--- config.mk ---
export PLATFORM = sky130hd
export DESIGN_NAME = serial_message_top
export DESIGN_NICKNAME = d
export VERILOG_FILES = /design/src/logic/serial_pkg.sv /design/src/logic/serial_message_top.sv /design/src/logic/status_leds.sv /design/src/logic/uart_tx.sv /design/src/logic/message_sequencer.sv /design/src/logic/key_debounce.sv
export SDC_FILE = /design/constraint.sdc
export NUM_CORES = 1
export LEC_CHECK = 0
export BUFFER_PORTS_ARGS = -buffer_cell sky130_fd_sc_hd__buf_4
export CAP_MARGIN = 10
export CORE_MARGIN = 3
export CORE_UTILIZATION = 55
export CTS_BUF_LIST = sky130_fd_sc_hd__clkbuf_8
export DETAILED_ROUTE_END_ITERATION = 12
export GPL_TIMING_DRIVEN = 1
export MAX_ROUTING_LAYER = met4
export PLACE_DENSITY = 0.77
export SKIP_CTS_REPAIR_TIMING = 1
export SYNTH_ARGS = -nofsm -noshare
export SYNTH_HDL_FRONTEND = slang
export SYNTH_HIERARCHICAL = 1
export SYNTH_SLANG_ARGS = --single-unit
--- constraint.sdc ---
create_clock -name clk27 -period 3.4 [get_ports clk27]
set_input_delay 0 -clock clk27 [delete_from_list [all_inputs] [get_ports clk27]]
set_output_delay 0 -clock clk27 [all_outputs]
set_load 0.03 [all_outputs]
--- src/logic/serial_pkg.sv ---
// 27 MHz clock assumed; the baud divider truncates to 234 cycles, about 0.16 percent fast
package serial_pkg;

	// ------------------------------------------------------------------------
	// timing
	// ------------------------------------------------------------------------
	localparam logic [31:0] main_clk_hz = 32'd27_000_000;
	localparam logic [31:0] serial_clk_hz = 32'd115_200;
	// integer division drops the fraction of 234.375
	localparam logic [31:0] bit_cycles = main_clk_hz / serial_clk_hz;
	localparam logic [31:0] debounce_cycles = 32'd32_768;

	// counter widths and terminal counts
	localparam int baud_cnt_w = $clog2(bit_cycles);
	localparam logic [baud_cnt_w-1:0] baud_last = baud_cnt_w'(bit_cycles - 1);
	localparam int debounce_cnt_w = $clog2(debounce_cycles);
	localparam logic [debounce_cnt_w-1:0] debounce_last = debounce_cnt_w'(debounce_cycles - 1);

	// ------------------------------------------------------------------------
	// frame and message
	// ------------------------------------------------------------------------
	localparam int data_bits = 8;
	// start bit, data, stop bit
	localparam int frame_bits = data_bits + 2;
	localparam int bit_cnt_w = $clog2(frame_bits);
	localparam logic [bit_cnt_w-1:0] bit_last = bit_cnt_w'(frame_bits - 1);

	localparam int msg_len = 4;
	// leftmost character goes out first
	localparam logic [0:1][0:msg_len-1][data_bits-1:0] messages = {"Test", "Good"};

	// ------------------------------------------------------------------------
	// shared structs
	// ------------------------------------------------------------------------
	typedef struct packed {
		logic level;
		logic press;
		logic toggle;
	} key_event_t;

	typedef struct packed {
		logic start;
		logic [data_bits-1:0] data;
	} tx_cmd_t;

	typedef struct packed {
		logic busy;
		logic byte_done;
	} tx_status_t;

	typedef struct packed {
		logic active;
		logic msg_done;
		logic sel;
	} seq_status_t;

endpackage
--- src/logic/serial_message_top.sv ---
// 27 MHz board, active-low keys and leds; serial line is 115200 baud 8N1, transmit only
`timescale 1ns/1ps

module serial_message_top (
	input  logic clk27,
	input  logic rst,
	input  logic [1:0] key,
	output logic serial_tx,
	output logic [5:0] led
);

	// ------------------------------------------------------------------------
	// interconnect
	// ------------------------------------------------------------------------
	serial_pkg::key_event_t send_ev;
	serial_pkg::key_event_t select_ev;
	serial_pkg::tx_cmd_t tx_cmd;
	serial_pkg::tx_status_t tx_status;
	serial_pkg::seq_status_t seq_status;
	// waveform only, not on a port
	logic [1:0] byte_index;

	// key 0 sends, key 1 picks the message
	key_debounce u_keys (
		.clk27 (clk27),
		.rst   (rst),
		.key   (key),
		.send  (send_ev),
		.select(select_ev)
	);

	message_sequencer u_seq (
		.clk27     (clk27),
		.rst       (rst),
		.send      (send_ev),
		.select    (select_ev),
		.tx_status (tx_status),
		.tx_cmd    (tx_cmd),
		.status    (seq_status),
		.byte_index(byte_index)
	);

	uart_tx u_tx (
		.clk27    (clk27),
		.rst      (rst),
		.cmd      (tx_cmd),
		.status   (tx_status),
		.serial_tx(serial_tx)
	);

	status_leds u_leds (
		.clk27(clk27),
		.rst  (rst),
		.seq  (seq_status),
		.tx   (tx_status),
		.led  (led)
	);

endmodule

--- src/logic/status_leds.sv ---
// leds are active low; the completed-message count wraps after 7
`timescale 1ns/1ps

module status_leds (
	input  logic clk27,
	input  logic rst,
	input  serial_pkg::seq_status_t seq,
	input  serial_pkg::tx_status_t tx,
	output logic [5:0] led
);

	// messages finished, modulo 8
	logic [2:0] done_cnt;

	// ------------------------------------------------------------------------
	// completion counter
	// ------------------------------------------------------------------------
	always_ff @(posedge clk27, posedge rst) begin
		if (rst) begin
			done_cnt <= '0;
		end else if (seq.msg_done) begin
			done_cnt <= done_cnt + 3'd1;
		end
	end

	// ------------------------------------------------------------------------
	// led drive
	// ------------------------------------------------------------------------
	// 0 selected message
	// 1 transmitter busy
	// 2 message in progress
	// 5:3 completed count
	// all lit when low
	assign led = ~{done_cnt, seq.active, tx.busy, seq.sel};

endmodule

--- src/logic/uart_tx.sv ---
// 8N1 frames, lsb first; a start pulse while busy is ignored
`timescale 1ns/1ps

module uart_tx (
	input  logic clk27,
	input  logic rst,
	input  serial_pkg::tx_cmd_t cmd,
	output serial_pkg::tx_status_t status,
	output logic serial_tx
);

	// stop, data, start; bit 0 drives the line
	logic [serial_pkg::frame_bits-1:0] shift_q;
	logic [serial_pkg::baud_cnt_w-1:0] baud_cnt;
	logic [serial_pkg::bit_cnt_w-1:0] bit_cnt;
	logic busy;
	logic byte_done;
	logic bit_end;

	// last cycle of the current bit
	assign bit_end = (baud_cnt == serial_pkg::baud_last);

	// ------------------------------------------------------------------------
	// frame shifter
	// ------------------------------------------------------------------------
	always_ff @(posedge clk27, posedge rst) begin
		if (rst) begin
			// line idles high
			shift_q <= '1;
			baud_cnt <= '0;
			bit_cnt <= '0;
			busy <= 1'b0;
			byte_done <= 1'b0;
		end else begin
			byte_done <= 1'b0;
			if (!busy) begin
				if (cmd.start) begin
					shift_q <= {1'b1, cmd.data, 1'b0};
					baud_cnt <= '0;
					bit_cnt <= '0;
					busy <= 1'b1;
				end
			end else if (bit_end) begin
				baud_cnt <= '0;
				// fill with ones so the line returns to idle
				shift_q <= {1'b1, shift_q[serial_pkg::frame_bits-1:1]};
				if (bit_cnt == serial_pkg::bit_last) begin
					// stop bit finished
					bit_cnt <= '0;
					busy <= 1'b0;
					byte_done <= 1'b1;
				end else begin
					bit_cnt <= bit_cnt + 1'b1;
				end
			end else begin
				baud_cnt <= baud_cnt + 1'b1;
			end
		end
	end

	// ------------------------------------------------------------------------
	// outputs
	// ------------------------------------------------------------------------
	// straight from a flop, no glitches on the line
	assign serial_tx = shift_q[0];
	assign status = '{busy: busy, byte_done: byte_done};

endmodule

--- src/logic/message_sequencer.sv ---
// presses during a message are dropped; a new selection applies from the next message
`timescale 1ns/1ps

module message_sequencer (
	input  logic clk27,
	input  logic rst,
	input  serial_pkg::key_event_t send,
	input  serial_pkg::key_event_t select,
	input  serial_pkg::tx_status_t tx_status,
	output serial_pkg::tx_cmd_t tx_cmd,
	output serial_pkg::seq_status_t status,
	output logic [1:0] byte_index
);

	typedef enum logic [1:0] {
		st_idle,
		st_load,
		st_wait_done
	} seq_state_t;

	seq_state_t state;
	// message latched at the send press
	logic sel_q;
	// character currently on the line
	logic [1:0] byte_idx;
	logic msg_done;
	logic last_byte;
	logic [1:0] char_idx;
	logic start;

	assign last_byte = (byte_idx == 2'(serial_pkg::msg_len - 1));

	// load sends the current character
	// wait_done already offers the following one
	assign char_idx = (state == st_load) ? byte_idx : byte_idx + 2'd1;

	// ------------------------------------------------------------------------
	// start generation
	// ------------------------------------------------------------------------
	always_comb begin
		start = 1'b0;
		case (state)
			st_load: start = ~tx_status.busy;
			// back to back with the finished frame, one idle cycle on the line
			st_wait_done: start = tx_status.byte_done & ~last_byte;
			default: start = 1'b0;
		endcase
	end

	// ------------------------------------------------------------------------
	// state register
	// ------------------------------------------------------------------------
	always_ff @(posedge clk27, posedge rst) begin
		if (rst) begin
			state <= st_idle;
			sel_q <= 1'b0;
			byte_idx <= '0;
			msg_done <= 1'b0;
		end else begin
			msg_done <= 1'b0;
			case (state)
				st_idle: begin
					if (send.press) begin
						sel_q <= select.toggle;
						byte_idx <= '0;
						state <= st_load;
					end
				end
				st_load: begin
					// wait for the transmitter to accept character 0
					if (!tx_status.busy)
						state <= st_wait_done;
				end
				st_wait_done: begin
					if (tx_status.byte_done) begin
						if (last_byte) begin
							msg_done <= 1'b1;
							state <= st_idle;
						end else begin
							byte_idx <= byte_idx + 2'd1;
						end
					end
				end
				default: state <= st_idle;
			endcase
		end
	end

	assign tx_cmd = '{start: start, data: serial_pkg::messages[sel_q][char_idx]};
	// led shows the live selection, not the latched one
	assign status = '{active: (state != st_idle), msg_done: msg_done, sel: select.toggle};
	assign byte_index = byte_idx;

endmodule

--- src/logic/key_debounce.sv ---
// keys are active low and idle high; a level is accepted after 32768 stable cycles
`timescale 1ns/1ps

module key_debounce (
	input  logic clk27,
	input  logic rst,
	input  logic [1:0] key,
	output serial_pkg::key_event_t send,
	output serial_pkg::key_event_t select
);

	// two-flop synchronizer, keys inverted so 1 means pressed
	logic [1:0] sync_a;
	logic [1:0] sync_b;

	// one stability counter and one event record per key
	logic [serial_pkg::debounce_cnt_w-1:0] stable_cnt [2];
	serial_pkg::key_event_t ev [2];

	always_ff @(posedge clk27, posedge rst) begin
		if (rst) begin
			sync_a <= '0;
			sync_b <= '0;
		end else begin
			sync_a <= ~key;
			sync_b <= sync_a;
		end
	end

	// ------------------------------------------------------------------------
	// stability counters
	// ------------------------------------------------------------------------
	always_ff @(posedge clk27, posedge rst) begin
		if (rst) begin
			for (int k = 0; k < 2; k++) begin
				stable_cnt[k] <= '0;
				ev[k] <= '0;
			end
		end else begin
			for (int k = 0; k < 2; k++) begin
				// press is a single-cycle pulse
				ev[k].press <= 1'b0;
				if (sync_b[k] == ev[k].level) begin
					// input agrees with accepted level, restart window
					stable_cnt[k] <= '0;
				end else if (stable_cnt[k] == serial_pkg::debounce_last) begin
					stable_cnt[k] <= '0;
					ev[k].level <= sync_b[k];
					// rising level only
					if (sync_b[k]) begin
						ev[k].press <= 1'b1;
						ev[k].toggle <= ~ev[k].toggle;
					end
				end else begin
					stable_cnt[k] <= stable_cnt[k] + 1'b1;
				end
			end
		end
	end

	// key 0 sends, key 1 selects
	assign send = ev[0];
	assign select = ev[1];

endmodule

**Word-level counts from Yosys, hierarchy flattened**

Index checks and enable logic that the tools add are counted.

- Bits in registers: 72
- Input bits: 4
- Output and inout port bits: 7
- Word-level logic and storage cells: 109

- Add/sub/neg operators: 6
- Magnitude comparators: 2
- Equal/unequal tests: 15
- Muxes and demuxes: 44
- Bitwise logic cells: 11
- Reductions and logical operators: 12

Operators with widths:

| cell | count |
|---|---|
| $mux 32 | 2 |
| $mux 15 | 4 |
| $mux 8 | 5 |
| $add 15x1->15 const B | 2 |
| $eq 15x15->1 const B | 2 |
| $mux 10 | 3 |
| $mux 29 | 1 |
| $mux 2 | 11 |
| $bmux 8 s2 | 1 |
| $mux 4 | 4 |
| $mux 1 | 10 |
| $add 8x1->8 const B | 1 |
| $eq 8x8->1 const B | 1 |
| $ne 2x2->1 const B | 4 |
| $reduce_and 2->1 | 4 |
| $reduce_and 4->1 | 2 |
| $not 1->1 | 6 |
| $not 6->6 | 1 |
| $pmux 2 s3 | 1 |
| $reduce_and 3->1 | 2 |
| $reduce_bool 2->1 | 3 |
| $add 4x1->4 const B | 1 |
| $eq 2x2->1 const B | 2 |
| $eq 4x4->1 const B | 1 |
| 14 further kinds | 16 |

**Depth between registers and ports, before layout**

Gate-level depths: netlist of the first run.

- Word-level depth: 9
- Depth in mapped cells: 12
- Gate-level depth less buffers: 9

**By module**

The synthesis of the first run kept the hierarchy.

Modules (own cells, without submodules):

| module | times used | cells an instance | area an instance (µm²) | seq. area each (µm²) |
|---|---|---|---|---|
| key_debounce | 1 | 174 | 1828.0 | 1001.0 |
| uart_tx | 1 | 125 | 1236.2 | 586.8 |
| message_sequencer | 1 | 69 | 570.5 | 150.1 |
| status_leds | 1 | 16 | 146.4 | 75.1 |

**Worst setup path before layout of the first run**

Ideal clock, no wire load.

- Kind: flip-flop to flip-flop
- Start: register u_seq.state[1]
- End: register u_tx/bit_cnt[1] in the netlist's numbering
- Library setup time: 125 ps
- Data arrival time: 1745 ps
- Required time: 3275 ps
- Setup slack: 1530 ps
- Cell stages (with the launch flop): 11
- Path buffers: 2
- Period minus slack after synthesis: 1870 ps
- Path through: dfrtp_1 -> inv_1 -> ha_1 -> buf_6 -> inv_1 -> o22ai_1 -> and2_1 -> buf_4 -> nand2b_1 -> o21ai_2 -> mux2_2

- Longest elaborated chain between the ends: 4
- Elaborated cells on any way between the ends: 5
- Those cells by class: eq/ne (2); mux (1); reduce/logical (2)

Ends and longest elaborated chain:

| element | RTL line | text |
|---|---|---|
| from (decl) | message_sequencer.sv:21 | `seq_state_t state;` |
| from (signal assigned) | message_sequencer.sv:55 | `state <= st_idle;` |
| from (signal assigned) | message_sequencer.sv:66 | `state <= st_load;` |
| from (signal assigned) | message_sequencer.sv:72 | `state <= st_wait_done;` |
| $eq 2x2->1 / $eq 2x1->1 (equally long branches) | message_sequencer.sv:42 | `case (state)` |
| $pmux 1 s2 (*) | message_sequencer.sv:42 |  |
| named net u_seq.start | message_sequencer.sv:29 | `logic start;` |
| $reduce_bool 2->1 (no source line) (*) | n/a |  |
| $reduce_and 2->1 (no source line) (*) | n/a |  |
| to (signal assigned) | uart_tx.sv:53 | `bit_cnt <= bit_cnt + 1'b1;` |
| to (decl) | uart_tx.sv:15 | `logic [serial_pkg::bit_cnt_w-1:0] bit_cnt;` |

Mark *: on every way through the listed nets, which the timed path passes. The rest lies on a longest branch.
A chain may end at the register's enable or synchronous reset.

==> impl_results.md, run 1 <==
* Synthesis-to-layout area growth at 7.31%
* Sink Count at 70
* Clk slew on worst S/H paths at 0.08 ns
* Ant. Diodes at 0
* Syn avg cell area at 9.80 um2
* Setup Skew at 0.0115 ns
* Finish-stage setup viols at 0
* Rows at 29
* Starting Density at 0.575
* Critical path type: flip-flop to flip-flop
* Commonest non-fill, non-tap cells in the layout: dfrtp_1, nor2_1, inv_1
* Period utilization at 0.699
* Setup WS pre-CTS at 1.06 ns
* Fin cells at 468
* Highest clock rate at 0.421 GHz
* Clk_lat worst skew at 0.36 ns
* DR vias at 2607
* Core area at 6460 um2
* Reg2reg setup slack at 1.02 ns
* Max clock buf depth at 2
* Root Buffer: clkbuf_8
* First-pass GRT wire length at 11.1 mm
* Syn Nets at 396
* Slew headroom at 0.421
* Routed Antenna Nets at 0
* Multi-input gate area at 1710 um2
* Setup ws final at 1.02 ns
* Layout cells sized above 1 at 0.125
* Tot GR Track Use at 0.190
* Class of the worst hold path: input port to asynchronous set/reset pin
* Final Max Slew Viols at 0
* Critical path startpoint category: flip-flop
* WP data required at 3.64 ns
* GPL Wtd Cong at 0.830
* Iter 0 DRT Violations at 110
* DIE HEIGHT at 88.2 um
* Gr ovfl total at 0
* Final hold vios at 0
* Die area at 7780 um2
* Synth Instances at 379
* Max FO, Critical Path at 19
* Setup_tns at 0 ns
* DRT Pass-1 Iters at 4
* Run status: complete, no violations
* CP Capture Type: flip-flop
* Placed Cells at 449
* Vias per cell at 5.57
* FILL cells at 532
* WHS at 0.0892 ns
* H-tree Lvls at 3
* Antenna violations before repair at 0
* Vias in the first global route at 2455
* Final min period at 2.38 ns
* DRC viols at 0
* Actual slew at the worst max-slew pin at 0.868 ns
* RSZ-0062 raised after global routing: no
* CTS buffer count at 9
* Final WL at 6.34 mm
* Synth Warn # at 6
* Placement Cell Area at 3780 um2
* Drt wl/cell at 13.5 um
* Critical path arrival at 2.62 ns
* MaxCap Viol Count at 0
* CTS tree: yes
* Static leakage at 1.76 nW
* Post-DP HPWL at 4.31 mm
* Final instance area at 3990 um2
* Die width at 88.2 um
* Worst VDD drop at 0.248 mV
* Largest net degree at the start of global routing at 39
* Port bufs at 10
* # IOs at 11
* Commonest non-fill, non-tap cell in the layout: dfrtp_1
* Area taken by flip-flops and latches at 1760 um2
* Nets at 403
* Mapped Area at 3710 um2
* Pwr/cell area at 378 nW/um2
cell type report:
class	count	area share
Sequential cell	70	0.442
Multi-Input combinational cell	258	0.428
Clock buffer	9	0.0311
Timing Repair Buffer	15	0.0301
Inverter	32	0.0301
Tap cell	77	0.0242
Clock inverter	7	0.0138
where the power goes:
| part | switching, mW | leakage, nW | internal [mW] |
|---|---|---|---|
| sequential | 0.00753 | 0.931 | 0.841 |
| clock | 0.343 | 0.0866 | 0.272 |
| combinational | 0.0319 | 0.745 | 0.0143 |
| total | 0.382 | 1.76 | 1.13 |
sequential cells by signal (all words and copies together) (netlist names):
name and flops:
u_keys/stable_cnt 30, u_tx/shift_q 9, u_tx/baud_cnt 8, u_tx/bit_cnt 4, u_leds/done_cnt 3, u_keys/select 2, u_keys/send 2, u_keys/sync_a 2
u_keys/sync_b 2, u_seq/byte_index 2, u_seq/state 2, u_seq/msg_done 1, u_seq/sel_q 1, u_tx/busy 1, u_tx/byte_done 1
routing by layer:
layer	vias to the layer above	track usage	routed length, um	part of all wire
met5	-	-	0	0
met4	0	0.0495	77	0.012
met3	8	0.0649	213	0.034
met2	31	0.303	3180	0.50
met1	1260	0.232	2860	0.45
li1	1308	-	-	-
stage by stage:
stage                     power [mW]   util
final                           1.51  0.617
after global routing            1.58  0.617
after CTS                       1.53  0.613
after detailed placement       0.909  0.585
after global placement         0.908  0.585
after floorplan                0.897      -
final timing paths:
path | from | to | cells after the start
max in group asynchronous | rst | u_tx/baud_cnt[1] | 3
worst max-delay path | u_seq/state[1] | u_tx/bit_cnt[1] | 8
min in group clk27 | key[0] | u_keys/sync_a[0] | 3
worst min-delay path | rst | u_leds/done_cnt[2] | 3
worst min register to register | u_keys/sync_a[1] | u_keys/sync_b[1] | 0
worst max register to register | u_seq/state[1] | u_tx/bit_cnt[1] | 8
critical path, cell delays in order, from the launching register on:
cell	delay, ns
dfrtp_1	0.41
inv_1	0.09
ha_1	0.38
inv_1	0.12
o22ai_1	0.18
and2_1	0.27
nand2b_1	0.13
o21ai_2	0.30
mux2_2	0.41
Note: power is estimated with default switching activity, not from simulation.
==> run 2: changes to the inputs <==
- clock period: 3.4 -> 2.2 ns (I/O delays scaled with it)
==> run 2 against run 1 <==
Against the previous run:
- non-clock buffer count is 6 higher
- final cell count is 1.3% higher
- clock-buffer cell count is 1 higher
- maximum frequency is 18% higher
- hold slack better by 0.055 ns
- sequential share of layout area is 1.5 points lower
- sequential power is 54% higher
- clock power is 120% higher
- power is 83% higher
- critical endpoint is now u_tx/shift_q[5]
==> impl_results.md, run 2 (same netlist as run 1, synthesis figures left out) <==
* Drt wl/cell at 13.6 um (+0.28%)
* Static leakage at 1.84 nW (+4.4%)
* FF-to-FF path depth at 10 (+2)
* Ant. Diodes at 0 (unchanged)
* Core Util, Final at 0.639 (+0.0215)
* Vias in the first global route at 2500 (+1.8%)
* Commonest non-fill, non-tap cell in the layout: dfrtp_1
* DRT Pass-1 Iters at 4 (unchanged)
* Synthesis-to-layout area growth at 11.0%
* Setup WS pre-CTS at 0.233 ns (-0.828 ns)
* Final WL at 6.44 mm (+1.6%)
* CP max stage delay at 0.39 ns (-0.02 ns)
* Port bufs at 10 (unchanged)
* Biggest register: u_keys/stable_cnt
* Routed Antenna Nets at 0 (unchanged)
* Starting Density at 0.575 (unchanged)
* Pwr/cell area at 670 nW/um2 (+77%)
* Registers with the most flip-flops: u_keys/stable_cnt (30), u_tx/shift_q (9), u_tx/baud_cnt (8)
* Slew headroom at 0.389 (-0.0318)
* WP data required at 2.47 ns (-1.17 ns)
* Setup Skew at 0.00683 ns (-0.00471 ns)
* DRC viols at 0 (unchanged)
* CTS buffer count at 9 (unchanged)
* MaxCap Viol Count at 0 (unchanged)
* DIE HEIGHT at 88.2 um (unchanged)
* Reg2reg start: u_seq/state[0]
* Final instance area at 4130 um2 (+3.5%)
* Gr ovfl total at 0 (unchanged)
* Placed Cells at 455 (+1.3%)
* Reg2reg setup slack at 0.19 ns (-0.84 ns)
* Highest clock rate at 0.497 GHz (+18%)
* Max reg flops at 30 (unchanged)
* Run status: complete, no violations
* Placement Cell Area at 3820 um2 (+1.2%)
* DR vias at 2584 (-0.88%)
* Sink Count at 70 (unchanged)
* Finish-stage setup viols at 0 (unchanged)
* # IOs at 11 (unchanged)
* FILL cells at 537 (+0.94%)
* Largest net degree at the start of global routing at 39 (unchanged)
* Iter 0 DRT Violations at 106 (-3.6%)
* Root Buffer: clkbuf_8
* Layout cells sized above 1 at 0.141 (+0.0157)
* Actual slew at the worst max-slew pin at 0.916 ns (+0.0476 ns)
* Nets at 409 (+1.5%)
* Critical path startpoint category: flip-flop
* Class of the worst hold path: input port to asynchronous set/reset pin
* Slowest cell on the critical path: dfrtp_1
* Final Max Slew Viols at 0 (unchanged)
* Tot GR Track Use at 0.193 (+0.00266)
* Setup_tns at 0 ns (unchanged)
* Worst VDD drop at 0.593 mV (+140%)
* Max FO, Critical Path at 16 (-3)
* CTS tree: yes
* Core area at 6460 um2 (unchanged)
* Commonest non-fill, non-tap cells in the layout: dfrtp_1, nor2_1, inv_1
* Critical path type: flip-flop to flip-flop
* Clk_lat worst skew at 0.34 ns (-0.02 ns)
* Setup ws final at 0.188 ns (-0.837 ns)
* Fin cells at 474 (+1.3%)
* Post-DP HPWL at 4.24 mm (-1.7%)
* Rows at 29 (unchanged)
* Final hold vios at 0 (unchanged)
* GPL Wtd Cong at 0.808 (-2.7%)
* Vias per cell at 5.45 (-2.1%)
* Reg-to-Reg End: u_tx/shift_q[5]
* Critical path arrival at 2.28 ns (-0.34 ns)
* Die width at 88.2 um (unchanged)
* Antenna violations before repair at 0 (unchanged)
* Period utilization at 0.915 (+0.216)
* Final min period at 2.01 ns (-0.363 ns)
* H-tree Lvls at 3 (unchanged)
* Clk slew on worst S/H paths at 0.07 ns (about the same)
* RSZ-0062 raised after global routing: no
* First-pass GRT wire length at 11.2 mm (+1.4%)
* Max clock buf depth at 2 (unchanged)
* CP Capture Type: flip-flop
* Crit path cell chain: inv_1 -> ha_2 -> nand2_1 -> o22ai_1 -> and2_1 -> nand2b_1 -> o21ai_2 -> buf_4 -> nor2_1 -> a21oi_1
* Die area at 7780 um2 (unchanged)
-- run 2: worst max-delay path: cells and delay by family, from the launching register on --
family | cells | cell delay [ns]
AND/OR/NAND/NOR | 4 | 0.56
AO/OA/AOI/OAI | 3 | 0.38
flip-flops | 1 | 0.39
buffers and inverters | 2 | 0.35
adder cells (fa/ha/maj) | 1 | 0.26
-- run 2: per-layer routing --
| metal | global-route usage | vias up | wire, um |
|---|---|---|---|
| li1 | - | 1317 | - |
| met1 | 0.239 | 1240 | 3060 |
| met2 | 0.302 | 25 | 3160 |
| met3 | 0.0536 | 2 | 173 |
| met4 | 0.0687 | 0 | 46 |
| met5 | - | - | 0 |
-- run 2: area by class of cell --
type | instances | area, um2 | share of cell area
flip-flops and latches | 70 | 1760 | 0.427
multi-input cells | 258 | 1710 | 0.415
repair buffers | 21 | 165 | 0.0400
clock buffers | 10 | 138 | 0.0334
clock inverters | 6 | 133 | 0.0322
inverters | 32 | 120 | 0.0291
well taps | 77 | 96.3 | 0.0234
-- run 2: per-stage QoR --
step	hold WS, ns	power (mW)
floorplan	-0.246	1.39
global placement	-0.0972	1.40
detailed placement	-0.0923	1.41
CTS	-0.470	2.80
global route	0.129	2.86
finish	0.144	2.76
-- run 2: power by group --
group          total, mW  switching, mW  internal, mW
sequential          1.31         0.0123          1.30
combinational     0.0725         0.0494        0.0231
clock               1.38          0.483         0.896
-- run 2: how the worst max path moves through the flow --
stage                         startpoint         endpoint  slack [ns]  depth (start not counted)
after global routing      u_seq/state[0]  u_tx/shift_q[3]        0.02                         10
final                     u_seq/state[0]  u_tx/shift_q[5]        0.19                         10
after CTS                 u_seq/state[0]  u_tx/shift_q[3]        0.15                         10
after detailed placement  u_seq/state[0]  u_tx/shift_q[7]        0.23                         10
after global placement    u_seq/state[0]  u_tx/bit_cnt[1]        0.36                          8
after floorplan           u_seq/state[1]  u_tx/bit_cnt[1]        0.33                         10
